$ cat config.mk
export PLATFORM = sky130hd
export DESIGN_NAME = l1_direct_cache
export DESIGN_NICKNAME = d
export VERILOG_FILES = /design/src/source/cache_pkg.sv /design/src/source/l1_direct_cache.sv
export SDC_FILE = /design/constraint.sdc
export NUM_CORES = 1
export LEC_CHECK = 0
export BUFFER_PORTS_ARGS = -buffer_cell sky130_fd_sc_hd__buf_2
export CAP_MARGIN = 20
export CORE_UTILIZATION = 45
export CTS_BUF_LIST = sky130_fd_sc_hd__clkbuf_4 sky130_fd_sc_hd__clkbuf_8
export DETAILED_ROUTE_END_ITERATION = 7
export GPL_ROUTABILITY_DRIVEN = 1
export PLACE_DENSITY = 0.59
export SYNTH_ARGS = -nofsm -noshare
export SYNTH_HDL_FRONTEND = slang
export SYNTH_SLANG_ARGS = --single-unit
$ cat constraint.sdc
create_clock -name clk_cc -period 7.6 [get_ports clk_cc]
set_clock_uncertainty 0.1 [all_clocks]
set_input_delay 0.76 -clock clk_cc [delete_from_list [all_inputs] [get_ports clk_cc]]
set_output_delay 0.76 -clock clk_cc [all_outputs]
set_load 0.02 [all_outputs]
$ cat src/source/cache_pkg.sv
package cache_pkg;

    localparam int ADDR_BITS   = 32;                                 // request address width
    localparam int BYTE_BITS   = 8;                                  // one data byte
    localparam int BLOCK_BYTES = 4;                                  // bytes in every block
    localparam int MEM_BLOCKS  = 1024;                               // blocks held by main memory
    localparam int L1_LINES    = 32;                                 // one block per L1 line
    localparam int L2_SETS     = 128;
    localparam int L2_WAYS     = 4;
    localparam int L2_LATENCY  = 3;                                  // capture edge to L2 completion
    localparam int MEM_LATENCY = 13;                                 // capture edge to memory completion

    typedef logic [ADDR_BITS-1:0]                       addr_t;
    typedef logic [BYTE_BITS-1:0]                       byte_t;
    typedef logic [BLOCK_BYTES*BYTE_BITS-1:0]           block_t;
    typedef logic [$clog2(MEM_BLOCKS)-1:0]              blk_id_t;    // address without offset, wraps at 1024
    typedef logic [$clog2(BLOCK_BYTES)-1:0]             offset_t;
    typedef logic [$clog2(L1_LINES)-1:0]                l1_index_t;
    typedef logic [$bits(blk_id_t)-$bits(l1_index_t)-1:0] l1_tag_t;
    typedef logic [$clog2(L2_SETS)-1:0]                 l2_index_t;
    typedef logic [$bits(blk_id_t)-$bits(l2_index_t)-1:0] l2_tag_t;
    typedef logic [$clog2(L2_WAYS)-1:0]                 way_t;
    typedef logic [$clog2(L2_WAYS)-1:0]                 lru_rank_t;  // 0 is least recent, 3 most recent

    // way n starts at rank n in every set
    localparam lru_rank_t [L2_WAYS-1:0] LRU_RESET = {lru_rank_t'(3), lru_rank_t'(2),
                                                     lru_rank_t'(1), lru_rank_t'(0)};

    typedef struct packed {
        addr_t address;
        byte_t wdata;                                                // only meaningful for writes
        logic  write;                                                // 1 for a write, 0 for a read
    } cache_req_t;

    typedef struct packed {
        blk_id_t   blk_id;
        offset_t   offset;
        l1_index_t l1_index;
        l1_tag_t   l1_tag;
        l2_index_t l2_index;
        l2_tag_t   l2_tag;
    } lookup_t;

    typedef enum logic [1:0] {
        S_L1,                                                        // idle or checking L1
        S_L2_WAIT,                                                   // counting down the L2 latency
        S_MEM_WAIT                                                   // counting down the memory latency
    } seq_state_e;

endpackage

$ cat src/source/l1_direct_cache.sv
`timescale 1ns/100ps

module l1_direct_cache
    import cache_pkg::*;
(
    input  logic    clk_cc,
    input  logic    rst,
    input  lookup_t lkp,
    input  byte_t   wdata,
    input  logic    wr_strobe,
    input  logic    l1_fill,
    input  block_t  fill_block,
    output logic    l1_hit,
    output block_t  l1_block
);

    l1_tag_t             tag_q  [L1_LINES];
    block_t              data_q [L1_LINES];
    logic [L1_LINES-1:0] valid_q;                                    // all lines empty after reset

    assign l1_hit   = valid_q[lkp.l1_index] && (tag_q[lkp.l1_index] == lkp.l1_tag);
    assign l1_block = data_q[lkp.l1_index];

    always_ff @(posedge clk_cc)
    begin
        if (rst)
        begin
            valid_q <= '0;
        end
        else if (l1_fill)
        begin
            valid_q[lkp.l1_index] <= 1'b1;
        end
    end

    always_ff @(posedge clk_cc)
    begin
        if (l1_fill)
        begin
            tag_q[lkp.l1_index]  <= lkp.l1_tag;                      // the old line is simply dropped
            data_q[lkp.l1_index] <= fill_block;
        end
        else if (wr_strobe && l1_hit)
        begin
            data_q[lkp.l1_index][lkp.offset*BYTE_BITS +: BYTE_BITS] <= wdata;
        end
    end

endmodule

==> flow_summary_export.csv <==
group,metric,value,unit
yosys,synthCells,2392,
worst_setup_path,endpoint_kind,"primary output",
detailed_routing,drt_iter0_drc,3365,
worst_setup_path,startpoint,"lkp[16]",
worst_setup_path,rrSetupSlack,2900,ps
floorplan,fp.dieArea,108000,µm²
yosys,yosys_warnings,0,
yosys,avgSynthCellArea,20.1,µm²
sta,rsz0062_at_grt,"false",
yosys,synth_top_area_share,73.9,%
clock_network,cts_resized,0,
yosys,syn_nets,2473,
sta,relSlewSlack,23.7,%
floorplan,start_util,45.5,%
clock_network,post_cts_buffers,0,
power_and_ir_drop,power_density,248,nW/µm²
worst_setup_path,cp_max_fo,110,
min_path,min_path_type,"input pin to flip-flop",
outcome,status,"complete, but fails checks",
detailed_routing,viasPerCell,6.06,
global_routing,grt_max_degree,111,
clock_network,htree_levels,4,
worst_setup_path,r2r_cells,9,
worst_setup_path,r2r_start,"tag_q[26][0]",
cells_and_area,drive_gt1_share,31.6,%
global_routing,gr-usage-all-layers,23.5,%
floorplan,core-area,106000,µm²
worst_setup_path,critPathCapture,"l1_hit",
yosys,synth_area_leaders,"edfxtp_1 (74%), mux4_2 (12%), a22oi_1 (2.0%), mux2i_1 (2.0%), o31ai_1 (2.0%)",
detailed_routing,firstDrtPassIters,8,
placed_design,port_buffers,88,
yosys,yosysTopAreaCell,"edfxtp_1",
placed_design,dp_slack,1440,ps
clock_network,clock-sinks,1216,
floorplan,ios,109,
worst_setup_path,start_kind,"input pin",
sta,final-setup-viol-count,0,
sta,min_period,5600,ps
floorplan,fp.dieH,329,µm
power_and_ir_drop,comb_power_share,5.7,%
clock_network,ctsHoldBuffers,0,
sta,period_share,73.7,%
sta,hold_violations,0,
detailed_routing,num_vias,25500,
sta,max_freq,0.178,GHz
detailed_routing,drc,44,
power_and_ir_drop,pwr-share-clk,40.1,%
yosys,seq_area_frac_synth,75.3,%
worst_setup_path,critPathRequiredTime,6740,ps
detailed_routing,ant_nets,0,
clock_network,cts.clk_slew.worst_paths,60,ps
global_routing,grt_overflow,0,
clock_network,tritoncts,"built",
sta,setup_slack,2000,ps
power_and_ir_drop,irDropWorstVdd,0.196,mV
cells_and_area,nets,2749,
yosys,syn_area,48100,µm²
worst_setup_path,arrival,4740,ps
global_routing,grt_pass1_wl,181,mm
power_and_ir_drop,p_leak,18.0,nW
placed_design,dpl.hpwl,78.2,mm
worst_setup_path,crit_chain,"buf_8 -> buf_4 -> mux4_2 -> a22oi_1 -> nand4_2 -> a21oi_2 -> nand3_4 -> inv_1 -> buf_2",
detailed_routing,wire_per_inst,29.9,µm
worst_setup_path,r2r-end,"data_q[5][1]",
sta,tightest_slew,1150,ps
min_path,hold_start,"fill_block[4]",
sta,slew_violations,0,
power_and_ir_drop,p_int,10.6,mW
yosys,synth-async-reset-ratio,0,%
yosys,synth_ff_type,"edfxtp_1",
cells_and_area,area.growth.synth_to_final,14.6,%
floorplan,rows,119,
outcome,failed_checks,"DRC",
clock_network,clock_path_buffers,3,
clock_network,clockRootBuffer,"clkbuf_8",
yosys,ys_types,43,
global_routing,grt_pass1_vias,25700,
yosys,yosys_register_bits,1216,
clock_network,insertion_delay,850,ps
power_and_ir_drop,seq_power_share,54.2,%
power_and_ir_drop,p_switching,3.05,mW
sta,final.setup.tns,0,ps
placed_design,gp_congestion,0.908,
worst_setup_path,cp_slowest_stage_delay,920,ps
yosys,synth_edf_count,1184,
job,cap_violations,0,
floorplan,die_w,329,µm
worst_setup_path,critPathSlowestCell,"buf_4",
clock_network,cts_buffers,191,
worst_setup_path,path_class,"input pin to primary output",
global_routing,antenna_found_initial,5,
power_and_ir_drop,swShare,22.3,%
detailed_routing,routed_wl,126,mm
[worst max-delay path, delay by kind of cell]
kind | cells | cell delay (ps)
buffers and inverters | 4 | 2180
AO/OA/AOI/OAI | 2 | 460
multiplexers | 1 | 440
AND/OR/NAND/NOR | 2 | 700
[stage by stage]
step | instance area (µm²) | util, % | cells | power (mW) | hold slack (ps)
floorplan | 48100 | - | 2392 | 8.03 | 316
global placement | 50900 | 48.2 | 3848 | 8.31 | 329
detailed placement | 51000 | 48.3 | 3854 | 8.33 | 336
CTS | 54800 | 51.9 | 4201 | 13.8 | 209
global route | 55100 | 52.2 | 4214 | 14.1 | 242
finish | 55100 | 52.2 | 4216 | 13.7 | 293
[synth_stat cells (3+ instances only)]
library cell,instances
a31oi_1,16
a21oi_1,36
or4b_1,3
buf_6,19
ha_1,5
mux2i_1,96
nand4_1,33
nand2b_1,5
nand4b_1,4
nand3_1,32
edfxtp_1,1184
o22ai_1,40
nor2_1,6
inv_1,100
nor4_1,10
nand2_1,54
o31ai_1,128
dfxtp_1,32
mux4_2,264
a41o_1,16
and4_1,3
buf_1,26
a22oi_1,129
clkbuf_1,89
nor3b_1,6
buf_2,25
nand4bb_1,4
and3_1,5
[flip-flops by register name, summed over array words and instances, names as in the netlist]
signal	cells
data_q	1024
tag_q	160
valid_q	32
[power by group through the flow]
stage          Combinational [mW]  Sequential [mW]  Clock, mW
2_1_floorplan               0.466             7.56          0
3_3_place_gp                0.746             7.56          0
3_5_place_dp                0.765             7.57          0
4_1_cts                     0.766             7.43       5.59
5_1_grt                     0.824             7.42       5.87
6_report                    0.779             7.42       5.49
[worst min-delay path by stage]
stage / cells past startpoint / slack [ps] / endpoint
floorplan: 2 / 320 / valid_q[19]
global placement: 2 / 330 / valid_q[19]
detailed placement: 2 / 340 / valid_q[2]
CTS: 3 / 210 / data_q[0][4]
global route: 3 / 240 / data_q[0][4]
finish: 3 / 290 / data_q[0][4]
[layout by cell type (no fill, tap or decap), types with 40 or more instances in the layout]
cell / count
clkinv_1: 51
a22oi_1: 129
clkbuf_4: 60
mux4_2: 264
nand2_1: 53
buf_4: 142
o22ai_1: 40
edfxtp_1: 1184
buf_2: 86
o31ai_1: 76
o31ai_2: 51
inv_1: 100
mux2i_1: 80
clkbuf_8: 194
[logic make-up (layout without fill, tap and decap cells)]
| family | after synthesis | in the layout | share of synthesized area [%] |
|---|---|---|---|
| other | 0 | 3 | 0 |
| flip-flops | 1216 | 1216 | 75.3 |
| buffers and inverters | 261 | 691 | 2.41 |
| AO/OA/AOI/OAI | 369 | 369 | 5.60 |
| AND/OR/NAND/NOR | 181 | 181 | 2.21 |
| adder cells (fa/ha/maj) | 5 | 5 | 0.130 |
| multiplexers | 360 | 360 | 14.4 |
[layer usage]
layer  up-vias  global-route usage, %  part of all wire [%]
met5         -                      0                0.0095
met2      1152                   36.4                    47
met1     13500                   32.6                    41
met4         2                   8.99                   3.6
li1      10700                      -                     -
met3       273                   5.25                   8.1
[area by class of cell]
class                      instances  area, µm²
fill                            8238      50500
antenna                            3       7.51
clock inverter                    93        688
timing repair buffer             244       1860
inverter                         100        375
tap                             1391       1740
sequential                      1216      36200
multi-input combinational        915      11100
clock buffer                     254       3120
No activity file was read; power rests on OpenSTA's default activity.
