**src/source/cache_pkg.sv**
```systemverilog
package cache_pkg;

    localparam int ADDR_BITS   = 32;                                 // request address width
    localparam int BYTE_BITS   = 8;                                  // one data byte
    localparam int BLOCK_BYTES = 4;                                  // bytes in every block
    localparam int MEM_BLOCKS  = 1024;                               // blocks held by main memory
    localparam int L1_LINES    = 32;                                 // one block per L1 line
    localparam int L2_SETS     = 128;
    localparam int L2_WAYS     = 4;
    localparam int L2_LATENCY  = 3;                                  // capture edge to L2 completion
    localparam int MEM_LATENCY = 13;                                 // capture edge to memory completion

    typedef logic [ADDR_BITS-1:0]                       addr_t;
    typedef logic [BYTE_BITS-1:0]                       byte_t;
    typedef logic [BLOCK_BYTES*BYTE_BITS-1:0]           block_t;
    typedef logic [$clog2(MEM_BLOCKS)-1:0]              blk_id_t;    // address without offset, wraps at 1024
    typedef logic [$clog2(BLOCK_BYTES)-1:0]             offset_t;
    typedef logic [$clog2(L1_LINES)-1:0]                l1_index_t;
    typedef logic [$bits(blk_id_t)-$bits(l1_index_t)-1:0] l1_tag_t;
    typedef logic [$clog2(L2_SETS)-1:0]                 l2_index_t;
    typedef logic [$bits(blk_id_t)-$bits(l2_index_t)-1:0] l2_tag_t;
    typedef logic [$clog2(L2_WAYS)-1:0]                 way_t;
    typedef logic [$clog2(L2_WAYS)-1:0]                 lru_rank_t;  // 0 is least recent, 3 most recent

    // way n starts at rank n in every set
    localparam lru_rank_t [L2_WAYS-1:0] LRU_RESET = {lru_rank_t'(3), lru_rank_t'(2),
                                                     lru_rank_t'(1), lru_rank_t'(0)};

    typedef struct packed {
        addr_t address;
        byte_t wdata;                                                // only meaningful for writes
        logic  write;                                                // 1 for a write, 0 for a read
    } cache_req_t;

    typedef struct packed {
        blk_id_t   blk_id;
        offset_t   offset;
        l1_index_t l1_index;
        l1_tag_t   l1_tag;
        l2_index_t l2_index;
        l2_tag_t   l2_tag;
    } lookup_t;

    typedef enum logic [1:0] {
        S_L1,                                                        // idle or checking L1
        S_L2_WAIT,                                                   // counting down the L2 latency
        S_MEM_WAIT                                                   // counting down the memory latency
    } seq_state_e;

endpackage

```
**src/source/l2_lru_select.sv**
```systemverilog
`timescale 1ns/100ps

module l2_lru_select
    import cache_pkg::*;
(
    input  logic                 clk_cc,
    input  logic                 rst,
    input  lookup_t              lkp,
    input  logic [L2_WAYS-1:0]   way_hit,
    input  block_t [L2_WAYS-1:0] way_block,
    input  logic                 lru_touch,
    input  logic                 l2_fill,
    output logic                 l2_hit,
    output block_t               l2_block,
    output way_t                 victim,                             // way holding rank 0 in this set
    output logic [L2_WAYS-1:0]   fill_en_vec
);

    lru_rank_t [L2_WAYS-1:0] rank_q [L2_SETS];
    lru_rank_t [L2_WAYS-1:0] cur_rank;                               // ranks of the addressed set
    way_t                    hit_way;
    way_t                    touch_way;
    logic [L2_WAYS-1:0]      rank_seen;                              // one bit per rank value present

    always_comb
    begin
        cur_rank  = rank_q[lkp.l2_index];
        hit_way   = '0;
        victim    = '0;
        rank_seen = '0;
        for (int w = 0; w < L2_WAYS; w++)
        begin
            if (way_hit[w])
            begin
                hit_way = way_t'(w);
            end
            if (cur_rank[w] == '0)
            begin
                victim = way_t'(w);
            end
            rank_seen[cur_rank[w]] = 1'b1;
        end
        for (int w = 0; w < L2_WAYS; w++)
        begin
            fill_en_vec[w] = l2_fill && (victim == way_t'(w));
        end
    end

    assign l2_hit    = |way_hit;
    assign l2_block  = way_block[hit_way];
    assign touch_way = l2_hit ? hit_way : victim;                    // a miss refreshes the freshly filled way

    always_ff @(posedge clk_cc)
    begin
        if (rst)
        begin
            for (int s = 0; s < L2_SETS; s++)
            begin
                rank_q[s] <= LRU_RESET;
            end
        end
        else if (lru_touch)
        begin
            for (int w = 0; w < L2_WAYS; w++)
            begin
                if (way_t'(w) == touch_way)
                begin
                    rank_q[lkp.l2_index][w] <= lru_rank_t'(L2_WAYS - 1);
                end
                else if (cur_rank[w] > cur_rank[touch_way])
                begin
                    rank_q[lkp.l2_index][w] <= cur_rank[w] - 1'b1;   // ways above the touched one slide down
                end
            end
        end
    end

    // a block lives in at most one way, since fills only happen after an L2 miss
    assert property (@(posedge clk_cc) disable iff (rst) $onehot0(way_hit));
    // every touch has to start from a full permutation of ranks
    assert property (@(posedge clk_cc) disable iff (rst) lru_touch |-> &rank_seen);

endmodule

```
**config.mk**
```make
export PLATFORM = sky130hd
export DESIGN_NAME = l2_lru_select
export DESIGN_NICKNAME = d
export VERILOG_FILES = /design/src/source/cache_pkg.sv /design/src/source/l2_lru_select.sv
export SDC_FILE = /design/constraint.sdc
export NUM_CORES = 2
export LEC_CHECK = 0
export ABC_AREA = 1
export BUFFER_PORTS_ARGS = -buffer_cell sky130_fd_sc_hd__buf_2
export CAP_MARGIN = 10
export CELL_PAD_IN_SITES_DETAIL_PLACEMENT = 0
export CELL_PAD_IN_SITES_GLOBAL_PLACEMENT = 1
export CORE_ASPECT_RATIO = 0.5
export CORE_MARGIN = 3
export CORE_UTILIZATION = 45
export CTS_CLUSTER_DIAMETER = 30
export DETAILED_ROUTE_END_ITERATION = 10
export PLACE_DENSITY = 0.85
export SETUP_SLACK_MARGIN = 0.02
export SYNTH_ARGS = -nofsm -noshare
export SYNTH_HDL_FRONTEND = slang
export SYNTH_SLANG_ARGS = --single-unit
```
**constraint.sdc**
```tcl
create_clock -name clk_cc -period 15.62 [get_ports clk_cc]
set_clock_uncertainty 0.15 [all_clocks]
set_input_delay 3.905 -clock clk_cc [delete_from_list [all_inputs] [get_ports clk_cc]]
set_output_delay 3.905 -clock clk_cc [all_outputs]
set_load 0.05 [all_outputs]
```
==> run summary <==
Worst relative slew slack: 0.147
Detail Route Antenna Nets: 0
Vias in the first global route: 41200
Crit end category: output pin
Worst-path clk slew: 50 ps
Top flop regs: rank_q: 1024 flops
Fill count: 9950
Vias per inst: 5.73
Measured slew at the worst slew-check pin: 1280 ps
Worst Setup EP: fill_en_vec[0]
Worst Setup SP: lkp[5]
Post-synth cell types: 36
Worst-path maximum fanout: 24
Setup violations, final: 0
Largest Register: rank_q
Tmin final: 13490 ps
CTS resizes: 0
PortBufs: 181
Setup TNS: 0 ps
Die area: 118000 um^2
Synth Net Count: 6131
Cts bufs inserted: 161
Status: completed
First-pass GRT wire length: 249000 um
Max Cap Violations: 0
Post-route insts no fill: 7624
Reg2Reg Depth: 25
Die Width: 483 um
Multi-input gate area: 17600 um^2
Worst min path class: reg2reg
Initial Util: 0.459
Storage cell area: 30700 um^2
Post-synthesis cell count: 5956
H-Tree Depth: 4
Critical path arrival: 9430 ps
CTS sink cnt: 1024
Reg2Reg Launch Point: rank_q[12][4]
Post-synthesis cell area: 51200 um^2
Gr usage total: 0.284
Final net count: 6165
Maximum VDD drop: 0.0000770 V
Clk buf depth: 3
DR WL/cell: 22.4 um
Yosys reg bits: 1024
Cts hold-fix bufs: 0
Routability Congestion: 0.878
Syn Area/Cell: 8.59 um^2
CTS tree: done
Pre-antenna DRT Iters: 6
Max reg flops: 1024
DP HPWL: 104000 um
Post-CTS Setup Bufs: 0
Slew Limit Fails: 0
Pwr Density: 126 nW/um^2
Initial antenna violation count: 1
Die height: 244 um
WL final: 171000 um
Global route overflow: 0
Share of cells above drive strength 1: 0.100
CORE AREA: 111000 um^2
Worst R2R End: rank_q[52][7]
Worst hold path depth: 9
CTS root buffer: clkbuf_16
Cells after DPL: 7323
Part of the Yosys area used for sequential elements: 0.601
RSZ-0062 raised after global routing: false
Rows: 86
Startpoint types: input pin
FMAX: 74.1 MHz
Via count: 43700
Final hold vios: 0
Residual DRC count: 0
Clk_lat worst skew: 770 ps
Largest net degree at the start of global routing: 129
I/O Pins: 207
LEAKAGE: 23.4 nW
WP data required: 11570 ps
Initial drt markers: 5917
WS Path Type: in2out
Area Overhead vs Synth: 14.1%
Crit share post-route: 0.864
FF-to-FF setup slack: 7700 ps
Yosys warns: 0
## power breakdown
group | total, mW | internal [mW] | switching, mW | leakage [nW]
sequential | 3.09 | 3.07 | 0.0161 | 8.85
clock | 3.57 | 2.21 | 1.36 | 2.55
combinational | 0.713 | 0.152 | 0.561 | 11.9
## logic make-up (layout without fill, tap and decap cells)
kind of cell	after synthesis	after routing	synth area share
AOI/OAI and AO/OA	413	413	0.0501
adders and majority gates	7	7	0.00171
buffers and inverters	675	846	0.0581
DFF	1024	1024	0.601
other	0	1	0
and+or+nand+nor	3837	3837	0.289
## worst max-delay path: stages
cell	delay (ps)
buf_2	120
inv_2	760
nand2_2	380
buf_4	370
nor2_4	830
buf_4	490
a22oi_1	170
nand4_1	160
o21ai_0	330
nand2_1	160
o21ai_1	120
nand2_1	100
nor2_1	110
ha_1	340
nor2_1	230
inv_1	100
nor3_1	350
buf_2	350
## cells in the final DEF, fill, tap and decap left out, types with 19 or more instances in the layout
| cell | synthesis | routed |
|---|---|---|
| a221oi_1 | 43 | 43 |
| or2_2 | 35 | 35 |
| o22ai_1 | 79 | 79 |
| a21oi_1 | 67 | 67 |
| o21ai_0 | 135 | 135 |
| inv_1 | 262 | 261 |
| edfxtp_1 | 1024 | 1024 |
| clkbuf_1 | 127 | 21 |
| buf_4 | 40 | 90 |
| nand3_1 | 136 | 136 |
| clkbuf_16 | 0 | 163 |
| clkinvlp_4 | 0 | 25 |
| nand2_1 | 2622 | 2614 |
| a22oi_1 | 45 | 45 |
| clkinv_1 | 1 | 20 |
| nor2_4 | 0 | 19 |
| nor2_1 | 983 | 965 |
| buf_2 | 220 | 179 |
| nand4_1 | 39 | 39 |
| clkinv_2 | 0 | 20 |
## per-layer routing
metal | vias up | wire (um) | global-route usage
met1 | 20900 | 64600 | 0.377
li1 | 19500 | - | -
met2 | 2923 | 75800 | 0.444
met4 | 0 | 6910 | 0.116
met5 | - | 0 | 0
met3 | 430 | 23700 | 0.0713
## Yosys cell counts
library cell  count  area, um^2
ha_1              7        87.6
o21bai_1          2        15.0
o211ai_1         14         105
buf_4            40         300
nor2_2            7        43.8
a211oi_1          3        22.5
clkbuf_1        127         477
inv_2             6        22.5
o22a_1            4        35.0
buf_6             2        22.5
a21oi_1          67         335
nand3_1         136         681
o21ai_0         135         676
nor3_1            5        25.0
or2_2            35         219
o31ai_1           1        7.51
inv_1           262         983
nand2_2           3        18.8
nor2_1          983        3690
o2111ai_1         2        17.5
and3_1            2        12.5
nand4_1          39         244
buf_1            17        63.8
and2_1            1        6.26
a32o_1            1        10.0
nand2_1        2622        9840
o2111a_1          3        33.8
o21ai_1           7        35.0
edfxtp_1       1024       30700
a221oi_1         43         377
a22oi_1          45         338
or2_0             4        25.0
a22o_1            7        61.3
clkinv_1          1        3.75
buf_2           220        1100
o22ai_1          79         494
## worst min-delay path by stage
stage | start | endpoint
after floorplan | rank_q[94][0] | rank_q[18][1]
after global placement | rank_q[114][2] | rank_q[72][2]
after detailed placement | rank_q[114][2] | rank_q[78][2]
after CTS | rank_q[114][2] | rank_q[78][2]
after global routing | rank_q[114][2] | rank_q[75][2]
final | rank_q[114][2] | rank_q[78][2]
## cell type report
cell class                      count  area share
Tap cell                         1496      0.0321
Inverter                          269      0.0176
Timing Repair Buffer              277      0.0296
Sequential cell                  1024       0.527
Clock buffer                      184      0.0712
Clock inverter                    116      0.0210
Antenna cell                        1   0.0000429
Multi-Input combinational cell   4257       0.302
## through the flow
stage | setup WS [ps] | cell area [um^2] | hold slack [ps] | utilization | total power [mW]
after global placement | 2220 | 53000 | 1290 | 0.476 | 3.82
final | 2130 | 58400 | 1310 | 0.524 | 7.37
after CTS | 2210 | 58400 | 1310 | 0.524 | 7.36
after floorplan | 4230 | 51200 | 1010 | - | 3.57
after global routing | 2070 | 58400 | 1400 | 0.524 | 7.56
after detailed placement | 2200 | 53000 | 1310 | 0.476 | 3.83
Note: power is estimated with default switching activity, not from simulation.
