File: src/source/cache_pkg.sv
package cache_pkg;

    localparam int ADDR_BITS   = 32;                                 // request address width
    localparam int BYTE_BITS   = 8;                                  // one data byte
    localparam int BLOCK_BYTES = 4;                                  // bytes in every block
    localparam int MEM_BLOCKS  = 1024;                               // blocks held by main memory
    localparam int L1_LINES    = 32;                                 // one block per L1 line
    localparam int L2_SETS     = 128;
    localparam int L2_WAYS     = 4;
    localparam int L2_LATENCY  = 3;                                  // capture edge to L2 completion
    localparam int MEM_LATENCY = 13;                                 // capture edge to memory completion

    typedef logic [ADDR_BITS-1:0]                       addr_t;
    typedef logic [BYTE_BITS-1:0]                       byte_t;
    typedef logic [BLOCK_BYTES*BYTE_BITS-1:0]           block_t;
    typedef logic [$clog2(MEM_BLOCKS)-1:0]              blk_id_t;    // address without offset, wraps at 1024
    typedef logic [$clog2(BLOCK_BYTES)-1:0]             offset_t;
    typedef logic [$clog2(L1_LINES)-1:0]                l1_index_t;
    typedef logic [$bits(blk_id_t)-$bits(l1_index_t)-1:0] l1_tag_t;
    typedef logic [$clog2(L2_SETS)-1:0]                 l2_index_t;
    typedef logic [$bits(blk_id_t)-$bits(l2_index_t)-1:0] l2_tag_t;
    typedef logic [$clog2(L2_WAYS)-1:0]                 way_t;
    typedef logic [$clog2(L2_WAYS)-1:0]                 lru_rank_t;  // 0 is least recent, 3 most recent

    // way n starts at rank n in every set
    localparam lru_rank_t [L2_WAYS-1:0] LRU_RESET = {lru_rank_t'(3), lru_rank_t'(2),
                                                     lru_rank_t'(1), lru_rank_t'(0)};

    typedef struct packed {
        addr_t address;
        byte_t wdata;                                                // only meaningful for writes
        logic  write;                                                // 1 for a write, 0 for a read
    } cache_req_t;

    typedef struct packed {
        blk_id_t   blk_id;
        offset_t   offset;
        l1_index_t l1_index;
        l1_tag_t   l1_tag;
        l2_index_t l2_index;
        l2_tag_t   l2_tag;
    } lookup_t;

    typedef enum logic [1:0] {
        S_L1,                                                        // idle or checking L1
        S_L2_WAIT,                                                   // counting down the L2 latency
        S_MEM_WAIT                                                   // counting down the memory latency
    } seq_state_e;

endpackage

File: src/source/cache_sequencer.sv
`timescale 1ns/100ps

module cache_sequencer
    import cache_pkg::*;
(
    input  logic    clk_cc,
    input  logic    rst,
    input  addr_t   address,
    input  byte_t   data,
    input  logic    mode,
    input  logic    l1_hit,
    input  logic    l2_hit,
    input  block_t  l1_block,
    input  block_t  l2_block,
    input  block_t  mem_block,
    output lookup_t lkp,
    output byte_t   wdata,
    output logic    wr_strobe,                                       // byte write on all levels at completion
    output logic    l1_fill,
    output logic    l2_fill,
    output logic    lru_touch,
    output block_t  fill_block,
    output byte_t   output_data,
    output logic    hit1,
    output logic    hit2,
    output logic    busy
);

    cache_req_t req;                                                 // request held while busy is high
    logic       req_valid;                                           // req was captured at the last edge
    seq_state_e state;
    logic [3:0] lat_cnt;                                             // edges since the capture edge
    blk_id_t    blk_id;
    logic       done;                                                // the current edge completes the request
    block_t     resp_block;                                          // block the read byte comes from

    function automatic byte_t pick_byte(block_t blk, offset_t off);
        return blk[off*BYTE_BITS +: BYTE_BITS];
    endfunction

    always_comb
    begin
        blk_id       = blk_id_t'(req.address >> $bits(offset_t));    // drop the offset and wrap at 1024
        lkp.blk_id   = blk_id;
        lkp.offset   = offset_t'(req.address);
        lkp.l1_index = l1_index_t'(blk_id);
        lkp.l1_tag   = l1_tag_t'(blk_id >> $bits(l1_index_t));
        lkp.l2_index = l2_index_t'(blk_id);
        lkp.l2_tag   = l2_tag_t'(blk_id >> $bits(l2_index_t));
    end

    always_comb
    begin
        done       = 1'b0;
        fill_block = mem_block;                                      // a memory access fills both levels
        resp_block = mem_block;
        case (state)
            S_L1:       
            begin
                done       = req_valid && l1_hit;
                resp_block = l1_block;
            end
            S_L2_WAIT:  
            begin
                done       = (lat_cnt == 4'(L2_LATENCY - 1)) && l2_hit;
                fill_block = l2_block;                               // promote the L2 copy into L1
                resp_block = l2_block;
            end
            S_MEM_WAIT: done = (lat_cnt == 4'(MEM_LATENCY - 1));
            default:    done = 1'b0;
        endcase
    end

    assign wdata     = req.wdata;
    assign wr_strobe = done && req.write;                            // write-through goes out on every level
    assign l1_fill   = done && !req.write && (state != S_L1);
    assign l2_fill   = done && !req.write && (state == S_MEM_WAIT);  // victim way takes the memory block
    assign lru_touch = done && !req.write && (state != S_L1);

    always_ff @(posedge clk_cc)
    begin
        if (!busy)
        begin
            req <= '{address: address, wdata: data, write: mode};    // inputs are sampled whenever idle
        end
    end

    always_ff @(posedge clk_cc)
    begin
        if (rst)
        begin
            req_valid   <= 1'b0;
            state       <= S_L1;
            lat_cnt     <= '0;
            busy        <= 1'b0;
            hit1        <= 1'b0;
            hit2        <= 1'b0;
            output_data <= '0;
        end
        else
        begin
            req_valid <= !busy;                                      // the edge that ends a miss captures nothing
            case (state)
                S_L1:
                begin
                    if (req_valid && !l1_hit)
                    begin
                        state   <= S_L2_WAIT;                        // L1 miss shows busy one edge after capture
                        lat_cnt <= 4'd1;
                        busy    <= 1'b1;
                    end
                end
                S_L2_WAIT:
                begin
                    lat_cnt <= lat_cnt + 4'd1;
                    if (lat_cnt == 4'(L2_LATENCY - 1) && !l2_hit)
                    begin
                        state <= S_MEM_WAIT;                         // L2 miss keeps counting toward memory
                    end
                end
                default:
                begin
                    lat_cnt <= lat_cnt + 4'd1;
                end
            endcase
            if (done)
            begin
                state       <= S_L1;
                busy        <= 1'b0;
                hit1        <= (state == S_L1);
                hit2        <= (state == S_L2_WAIT);
                output_data <= req.write ? '0 : pick_byte(resp_block, lkp.offset);
            end
        end
    end

    // a request is served by exactly one level
    assert property (@(posedge clk_cc) disable iff (rst) !(hit1 && hit2));

endmodule

File: config.mk
export PLATFORM = sky130hd
export DESIGN_NAME = cache_sequencer
export DESIGN_NICKNAME = d
export VERILOG_FILES = /design/src/source/cache_pkg.sv /design/src/source/cache_sequencer.sv
export SDC_FILE = /design/constraint.sdc
export NUM_CORES = 1
export LEC_CHECK = 0
export ABC_AREA = 0
export BUFFER_PORTS_ARGS = -buffer_cell sky130_fd_sc_hd__buf_4
export CAP_MARGIN = 20
export CORE_MARGIN = 10
export CORE_UTILIZATION = 40
export CTS_CLUSTER_SIZE = 40
export DETAILED_ROUTE_END_ITERATION = 12
export PLACE_DENSITY_LB_ADDON = 0.08
export REMOVE_ABC_BUFFERS = 1
export SYNTH_ARGS = -nofsm -noshare
export SYNTH_HDL_FRONTEND = slang
export SYNTH_SLANG_ARGS = --single-unit
export TNS_END_PERCENT = 30
File: constraint.sdc
create_clock -name clk_cc -period 3.9 [get_ports clk_cc]
set_input_delay 0.39 -clock clk_cc [delete_from_list [all_inputs] [get_ports clk_cc]]
set_output_delay 0.39 -clock clk_cc [all_outputs]
set_load 0.01 [all_outputs]
==> results of run 1 <==
per-layer routing:
metal,up-vias,part of all wire (%)
met5,-,0
met1,1155,36
met2,113,53
met4,0,1.0
li1,1200,-
met3,8,9.8
Yosys cell counts, types with 4 or more instances:
master | count | area [µm²]
sky130_fd_sc_hd__edfxtp_1 | 21 | 631
sky130_fd_sc_hd__mux2i_1 | 8 | 80.1
sky130_fd_sc_hd__mux4_2 | 16 | 360
sky130_fd_sc_hd__mux2_2 | 15 | 169
sky130_fd_sc_hd__inv_1 | 11 | 41.3
sky130_fd_sc_hd__mux2_4 | 12 | 180
sky130_fd_sc_hd__buf_2 | 9 | 45.0
sky130_fd_sc_hd__mux2_1 | 37 | 417
sky130_fd_sc_hd__clkbuf_1 | 4 | 15.0
sky130_fd_sc_hd__o32ai_1 | 8 | 70.1
sky130_fd_sc_hd__dfxtp_1 | 18 | 360
sky130_fd_sc_hd__buf_4 | 41 | 308
sky130_fd_sc_hd__nor2_1 | 8 | 30.0
critical path, cell delays in order (launching register included):
cell	delay, ps
sky130_fd_sc_hd__dfxtp_2	710
sky130_fd_sc_hd__nor2b_4	920
sky130_fd_sc_hd__mux2_1	410
sky130_fd_sc_hd__buf_4	150
through the flow:
stage	instance area, µm²	hold WS [ps]	std cells	utilization (%)
floorplan	2590	454	190	-
global placement	4300	425	498	58.9
detailed placement	4320	429	499	59.3
CTS	4430	264	507	60.7
global route	4430	257	507	60.7
finish	4430	269	507	60.7
kinds of logic (layout without fill, tap and decap cells):
kind of cell	after synthesis	after routing	share of synthesized area (%)
AND/OR/NAND/NOR	29	29	5.40
flip-flops	39	39	32.9
multiplexers	88	88	40.0
adder cells (fa/ha/maj)	3	3	1.25
buffers and inverters	69	229	15.2
AO/OA/AOI/OAI	20	20	5.15
final timing paths:
kind	endpoint	startpoint	slack, ps
max reg2reg	state[0]$_SDFFE_PP0P_	state[0]$_SDFFE_PP0P_	1540
max	fill_block[15]	state[0]$_SDFFE_PP0P_	980
min	lkp[7]$_DFFE_PN_	address[6]	270
min reg2reg	req_valid$_SDFF_PP0_	busy$_SDFFE_PP0P_	450
sequential cells by signal, summed over array words and instances (netlist names):
name         cells
lat_cnt          4
hit2             1
output_data      8
state            2
busy             1
hit1             1
req              1
lkp             12
req_valid        1
wdata            8
layout make-up:
type / count / area share (%)
multi-input combinational: 140 / 35.5
clock inverter: 2 / 0.198
timing repair buffer: 210 / 36.1
sequential: 39 / 22.4
clock buffer: 6 / 2.12
inverter: 11 / 0.933
tap: 99 / 2.80
power breakdown:
part / internal, mW / leakage [nW] / switching [mW]
Sequential: 0.463 / 0.365 / 0.0284
Combinational: 0.262 / 1.57 / 0.159
Clock: 0.162 / 0.0538 / 0.144
==> out/qor.log, run 1 <==
[run_status] outcome complete, no violations
[floorplan] Initial Utilization 41.3%
[power_and_ir_drop] total power density per cell area 275 nW/µm²
[grt] pin count of the biggest net entering global routing 34
[min_path] cell depth of the worst min-delay path 1
[grt] Global Route met2 Usage 31.3%
[yosys] post-synth cell types 40
[clock_tree] CTS Hold Bufs 0
[yosys] number of standard cells after synthesis 248
[cells_and_area] most common cell after layout, fill and taps aside sky130_fd_sc_hd__buf_4
[sta] pin slew with the least headroom to its limit 1010 ps
[place] number of input and output port buffers inserted 207
[grt] remaining global-route overflow 0
[cells_and_area] fraction of final layout cells sized beyond drive strength 1 64.7%
[detailed_routing] number of DRC violations after detailed routing 0
[sta] period utilisation layout 74.8%
[cells_and_area] area used by sequential logic in the layout 992 µm²
[yosys] per-instance average area after synthesis 12.1 µm²
[detailed_routing] detailed router's first-iteration violation count 64
[worst_setup_path] worst setup path category reg2out
[sta] Final Hold Viols 0
[sta] number of pins with negative max-slew slack in the final report 0
[grt] met1 Usage GRT 17.5%
[power_and_ir_drop] worst vdd ir 0.121 mV
[power_and_ir_drop] sum of internal, switching and leakage power 1.22 mW
[clock_tree] CTS tree yes
[sta] Setup WS post-layout 984 ps
[yosys] count of state elements after synthesis 39
[place] final weighted congestion in routability-driven placement 0.814
[grt] vias in the first global route 2823
[worst_setup_path] crit path launch type register
[clock_tree] CTS clock-pin slew for the worst setup and hold paths 80 ps
[detailed_routing] average detailed-routed wire length per instance 20.0 µm
[cells_and_area] multi-input combinational cell area 1570 µm²
[sta] Max Clock Skew 4.12 ps
[detailed_routing] via count of the routed design 2476
[floorplan] Chip Width 107 µm
[sta] total negative slack 0 ps
[detailed_routing] total wire length 10.1 mm
[yosys] part of the Yosys area used for sequential elements 32.9%
[yosys] Mapped Area 3010 µm²
[min_path] type of the worst min-delay path in2reg
[floorplan] total number of placement rows 31
[floorplan] core area 7290 µm²
[grt] layer with the highest usage met2
[detailed_routing] Pre-antenna DRT Iters 4
[grt] Overall Global Routing Usage 17.1%
[detailed_routing] vias per std cell 4.88
[clock_tree] Bufs on Longest Clock Path 2
[job] max-cap check violation count 0
[clock_tree] later-pin clock latency in the skew report 290 ps
[grt] M3 GR Usage 6.77%
[grt] antenna violations before repair 0
[clock_tree] CTS resizes 0
[sta] total of endpoints with negative setup slack in the final report 0
[worst_setup_path] depth of the worst register-to-register path 4
[grt] first-pass GRT wire length 15.4 mm
[sta] achievable clock frequency 0.343 GHz
[sta] RSZ-0062 raised after global routing no
[clock_tree] number of setup buffers added after CTS 0
[yosys] Most used DFF post-synth sky130_fd_sc_hd__edfxtp_1
[detailed_routing] post-route ant nets 0
[cells_and_area] area growth from synthesis to layout 46.9%
[cells_and_area] # nets final 551
[sta] clock period minus worst slack 2920 ps
[clock_tree] number of sinks on the clock net 39
[cells_and_area] antenna diode count 0
[cells_and_area] highest-count cells in the layout ignoring fill and taps sky130_fd_sc_hd__buf_4 (209), sky130_fd_sc_hd__mux2_1 (37), sky130_fd_sc_hd__edfxtp_1 (21)
[floorplan] num ports 228
[worst_setup_path] critical path data arrival time 2530 ps
[place] worst slack, placed 1260 ps
[sta] worst-case headroom to the max-slew limit 32.7%
[worst_setup_path] Worst Path Max Fanout 33
[yosys] count of flip-flops with a built-in enable after synthesis 21
[clock_tree] H-tree level count 2
[clock_tree] clock tree root driver cell sky130_fd_sc_hd__clkbuf_8
[place] HPWL reported at the end of detailed placement 8.46 mm
[yosys] total of warnings raised by yosys 0
[floorplan] overall die height 107 µm
[cells_and_area] number of fill cells 646
[floorplan] Die Footprint 11400 µm²
[worst_setup_path] Critical Path End Type output port
[power_and_ir_drop] reported leakage power 1.99 nW
[worst_setup_path] required time of the critical path 3510 ps
[yosys] fraction of registers with async set or reset after synthesis 0%
[clock_tree] clock buffers created by TritonCTS 5
No activity file was read; power rests on OpenSTA's default activity.
==> inputs of run 2 (changes only) <==
- CORE_UTILIZATION: 40 -> 37
- clock period: 3.9 -> 2.37 ns (I/O delays scaled with it)
==> run 2 against run 1 <==
  * Worst setup slack worse by 880 ps
  * Clock-buffer cell count rose by 1
  * Cell count rose by 1.8%
  * Sequential share of layout area fell by 0.39 points
  * Global-route usage decreased by 1.6 points
  * Power grew 75%
  * Combinational power rose by 68%
  * Critical path depth rose by 1
  * Clock skew increased by 2.1 ps
  * Die area rose by 6.6%
==> out/qor.log, run 2 (same netlist as run 1, synthesis figures left out) <==
[clock_tree] Bufs on Longest Clock Path 2 [unchanged]
[clock_tree] H-tree level count 2 [unchanged]
[detailed_routing] total wire length 10.1 mm [about the same]
[grt] pin count of the biggest net entering global routing 23 [was 34]
[clock_tree] number of sinks on the clock net 39 [unchanged]
[sta] RSZ-0062 raised after global routing no [unchanged]
[sta] Final Hold Viols 0 [unchanged]
[detailed_routing] number of DRC violations after detailed routing 0 [unchanged]
[clock_tree] clock tree root driver cell sky130_fd_sc_hd__clkbuf_8 [unchanged]
[floorplan] num ports 228 [unchanged]
[cells_and_area] antenna diode count 0 [unchanged]
[worst_setup_path] launch point of the worst path state[0]$_SDFFE_PP0P_ [unchanged]
[detailed_routing] vias per std cell 4.96 [was 4.88]
[worst_setup_path] Critical Path End Type output port [unchanged]
[detailed_routing] Pre-antenna DRT Iters 4 [unchanged]
[worst_setup_path] required time of the critical path 2130 ps [was 3510 ps]
[worst_setup_path] cell breakdown of the critical path nor2b_4, buf_4, mux2_1, buf_4 [was nor2b_4, mux2_1, buf_4]
[sta] period utilisation layout 95.7%
[sta] clock period minus worst slack 2270 ps
[grt] remaining global-route overflow 0 [unchanged]
[min_path] cell depth of the worst min-delay path 1 [unchanged]
[floorplan] Die Footprint 12100 µm² [was 11400 µm²]
[clock_tree] later-pin clock latency in the skew report 290 ps [about the same]
[run_status] outcome complete, no violations [unchanged]
[place] number of input and output port buffers inserted 207 [unchanged]
[detailed_routing] average detailed-routed wire length per instance 19.6 µm [was 20.0 µm]
[cells_and_area] # nets final 557 [was 551]
[power_and_ir_drop] total power density per cell area 472 nW/µm² [was 275 nW/µm²]
[clock_tree] CTS Hold Bufs 0 [unchanged]
[cells_and_area] flip-flop count of the largest register, all copies and words added 12 [unchanged]
[worst_setup_path] Critical-path top delay cell sky130_fd_sc_hd__dfxtp_2 [was sky130_fd_sc_hd__nor2b_4]
[detailed_routing] post-route ant nets 0 [unchanged]
[grt] antenna violations before repair 0 [unchanged]
[cells_and_area] area growth from synthesis to layout 49.6% [was 46.9%]
[cells_and_area] highest-count cells in the layout ignoring fill and taps sky130_fd_sc_hd__buf_4 (214), sky130_fd_sc_hd__mux2_1 (37), sky130_fd_sc_hd__edfxtp_1 (21) [was sky130_fd_sc_hd__buf_4 (209), sky130_fd_sc_hd__mux2_1 (37), sky130_fd_sc_hd__edfxtp_1 (21)]
[power_and_ir_drop] worst vdd ir 0.243 mV [was 0.121 mV]
[clock_tree] CTS tree yes [unchanged]
[place] placed cell count 508 [was 499]
[floorplan] total number of placement rows 32 [was 31]
[floorplan] core area 7810 µm² [was 7290 µm²]
[worst_setup_path] most common cell type on the critical path sky130_fd_sc_hd__buf_4
[power_and_ir_drop] reported leakage power 2.02 nW [was 1.99 nW]
[sta] total negative slack 0 ps [unchanged]
[sta] achievable clock frequency 0.441 GHz
[job] max-cap check violation count 0 [unchanged]
[detailed_routing] via count of the routed design 2557 [was 2476]
[cells_and_area] most common cell after layout, fill and taps aside sky130_fd_sc_hd__buf_4 [unchanged]
[sta] worst-case headroom to the max-slew limit 44.7% [was 32.7%]
[sta] number of pins with negative max-slew slack in the final report 0 [unchanged]
[worst_setup_path] termination of the worst setup path fill_block[11] [was fill_block[15]]
[worst_setup_path] max incr delay on CP 650 ps [was 920 ps]
[floorplan] Initial Utilization 38.6% [was 41.3%]
[worst_setup_path] crit path launch type register [unchanged]
[clock_tree] CTS clock-pin slew for the worst setup and hold paths 80 ps [about the same]
[clock_tree] number of setup buffers added after CTS 0 [unchanged]
[worst_setup_path] total buffers and inverters traversed by the critical path 2 [was 1]
[place] HPWL reported at the end of detailed placement 8.44 mm [was 8.46 mm]
[worst_setup_path] FF-to-FF Start state[0]$_SDFFE_PP0P_ [unchanged]
[sta] total of endpoints with negative setup slack in the final report 0 [unchanged]
[clock_tree] clock buffers created by TritonCTS 5 [unchanged]
[place] final weighted congestion in routability-driven placement 0.711 [was 0.814]
[min_path] type of the worst min-delay path in2reg [unchanged]
[worst_setup_path] WP depth 4 [was 3]
[clock_tree] CTS resizes 0 [unchanged]
[worst_setup_path] cell family with the largest share of critical-path delay flip-flops [was simple AND/OR/NAND/NOR gates]
[sta] Max Clock Skew 6.21 ps [was 4.12 ps]
[grt] Overall Global Routing Usage 15.4% [was 17.1%]
[cells_and_area] fraction of final layout cells sized beyond drive strength 1 65.2% [was 64.7%]
[worst_setup_path] endpoint of the most critical register-to-register path output_data[7]$_SDFFE_PP0P_ [was state[0]$_SDFFE_PP0P_]
[grt] vias in the first global route 2842 [was 2823]
[worst_setup_path] flop-to-flop setup slack 310 ps [was 1540 ps]
[floorplan] Chip Width 110 µm [was 107 µm]
[worst_setup_path] critical path data arrival time 2030 ps [was 2530 ps]
[detailed_routing] detailed router's first-iteration violation count 73 [was 64]
[floorplan] overall die height 110 µm [was 107 µm]
[cells_and_area] final non-filler cell total 516 [was 507]
[worst_setup_path] depth of the worst register-to-register path 5 [was 4]
[worst_setup_path] Worst Path Max Fanout 21 [was 33]
[grt] first-pass GRT wire length 14.7 mm [was 15.4 mm]
[worst_setup_path] worst setup path category reg2out [unchanged]
[sta] pin slew with the least headroom to its limit 828 ps [was 1010 ps]
==> run 2: cell types whose count changed in the layout (fill, tap and decap cells not counted) <==
cell	change
sky130_fd_sc_hd__buf_12	+2
sky130_fd_sc_hd__buf_16	-1
sky130_fd_sc_hd__buf_4	+5
sky130_fd_sc_hd__bufinv_16	+1
sky130_fd_sc_hd__clkbuf_1	+1
sky130_fd_sc_hd__clkinv_1	-1
sky130_fd_sc_hd__clkinv_2	-1
==> run 2: layer usage <==
metal	up-vias	global-route usage, %	routed length, µm
met5	-	0	0
met4	0	3.12	76
met3	8	5.98	999
met2	105	30.0	5540
met1	1231	15.1	3480
li1	1213	-	-
==> run 2: power by group <==
part	leakage, nW	switching, mW	internal [mW]	total (mW)
Sequential	0.365	0.0407	0.761	0.802
Combinational	1.60	0.270	0.439	0.709
Clock	0.0636	0.236	0.379	0.615
Total	2.02	0.547	1.58	2.13
==> run 2: cell type report <==
| type | instances | area [µm²] |
|---|---|---|
| multi-input cells | 140 | 1570 |
| clock buffers | 7 | 97.6 |
| flip-flops and latches | 39 | 992 |
| inverters | 11 | 41.3 |
| well taps | 102 | 128 |
| fillers | 674 | 3300 |
| clock inverters | 1 | 30.0 |
| repair buffers | 216 | 1650 |
==> run 2: how the worst min path moves through the flow <==
stage,endpoint,slack (ps),start
2_1_floorplan,req_valid$_SDFF_PP0_,300,rst
3_3_place_gp,wdata[5]$_DFFE_PN_,410,data[5]
3_5_place_dp,lkp[0]$_DFFE_PN_,420,address[9]
4_1_cts,lkp[20]$_DFFE_PN_,110,address[0]
5_1_grt,lkp[20]$_DFFE_PN_,110,address[0]
6_report,lkp[4]$_DFFE_PN_,120,address[3]
==> run 2: per-stage QoR <==
step | power, mW | cell area, µm² | worst slack (ps) | utilization [%] | hold slack, ps
after floorplan | 1.12 | 2590 | -1190 | - | 304
after global placement | 1.53 | 4380 | 345 | 56.1 | 415
after detailed placement | 1.54 | 4380 | 321 | 56.1 | 416
after CTS | 2.16 | 4500 | 85.8 | 57.7 | 109
after global routing | 2.22 | 4500 | 26.7 | 57.7 | 107
final | 2.13 | 4500 | 101 | 57.7 | 118
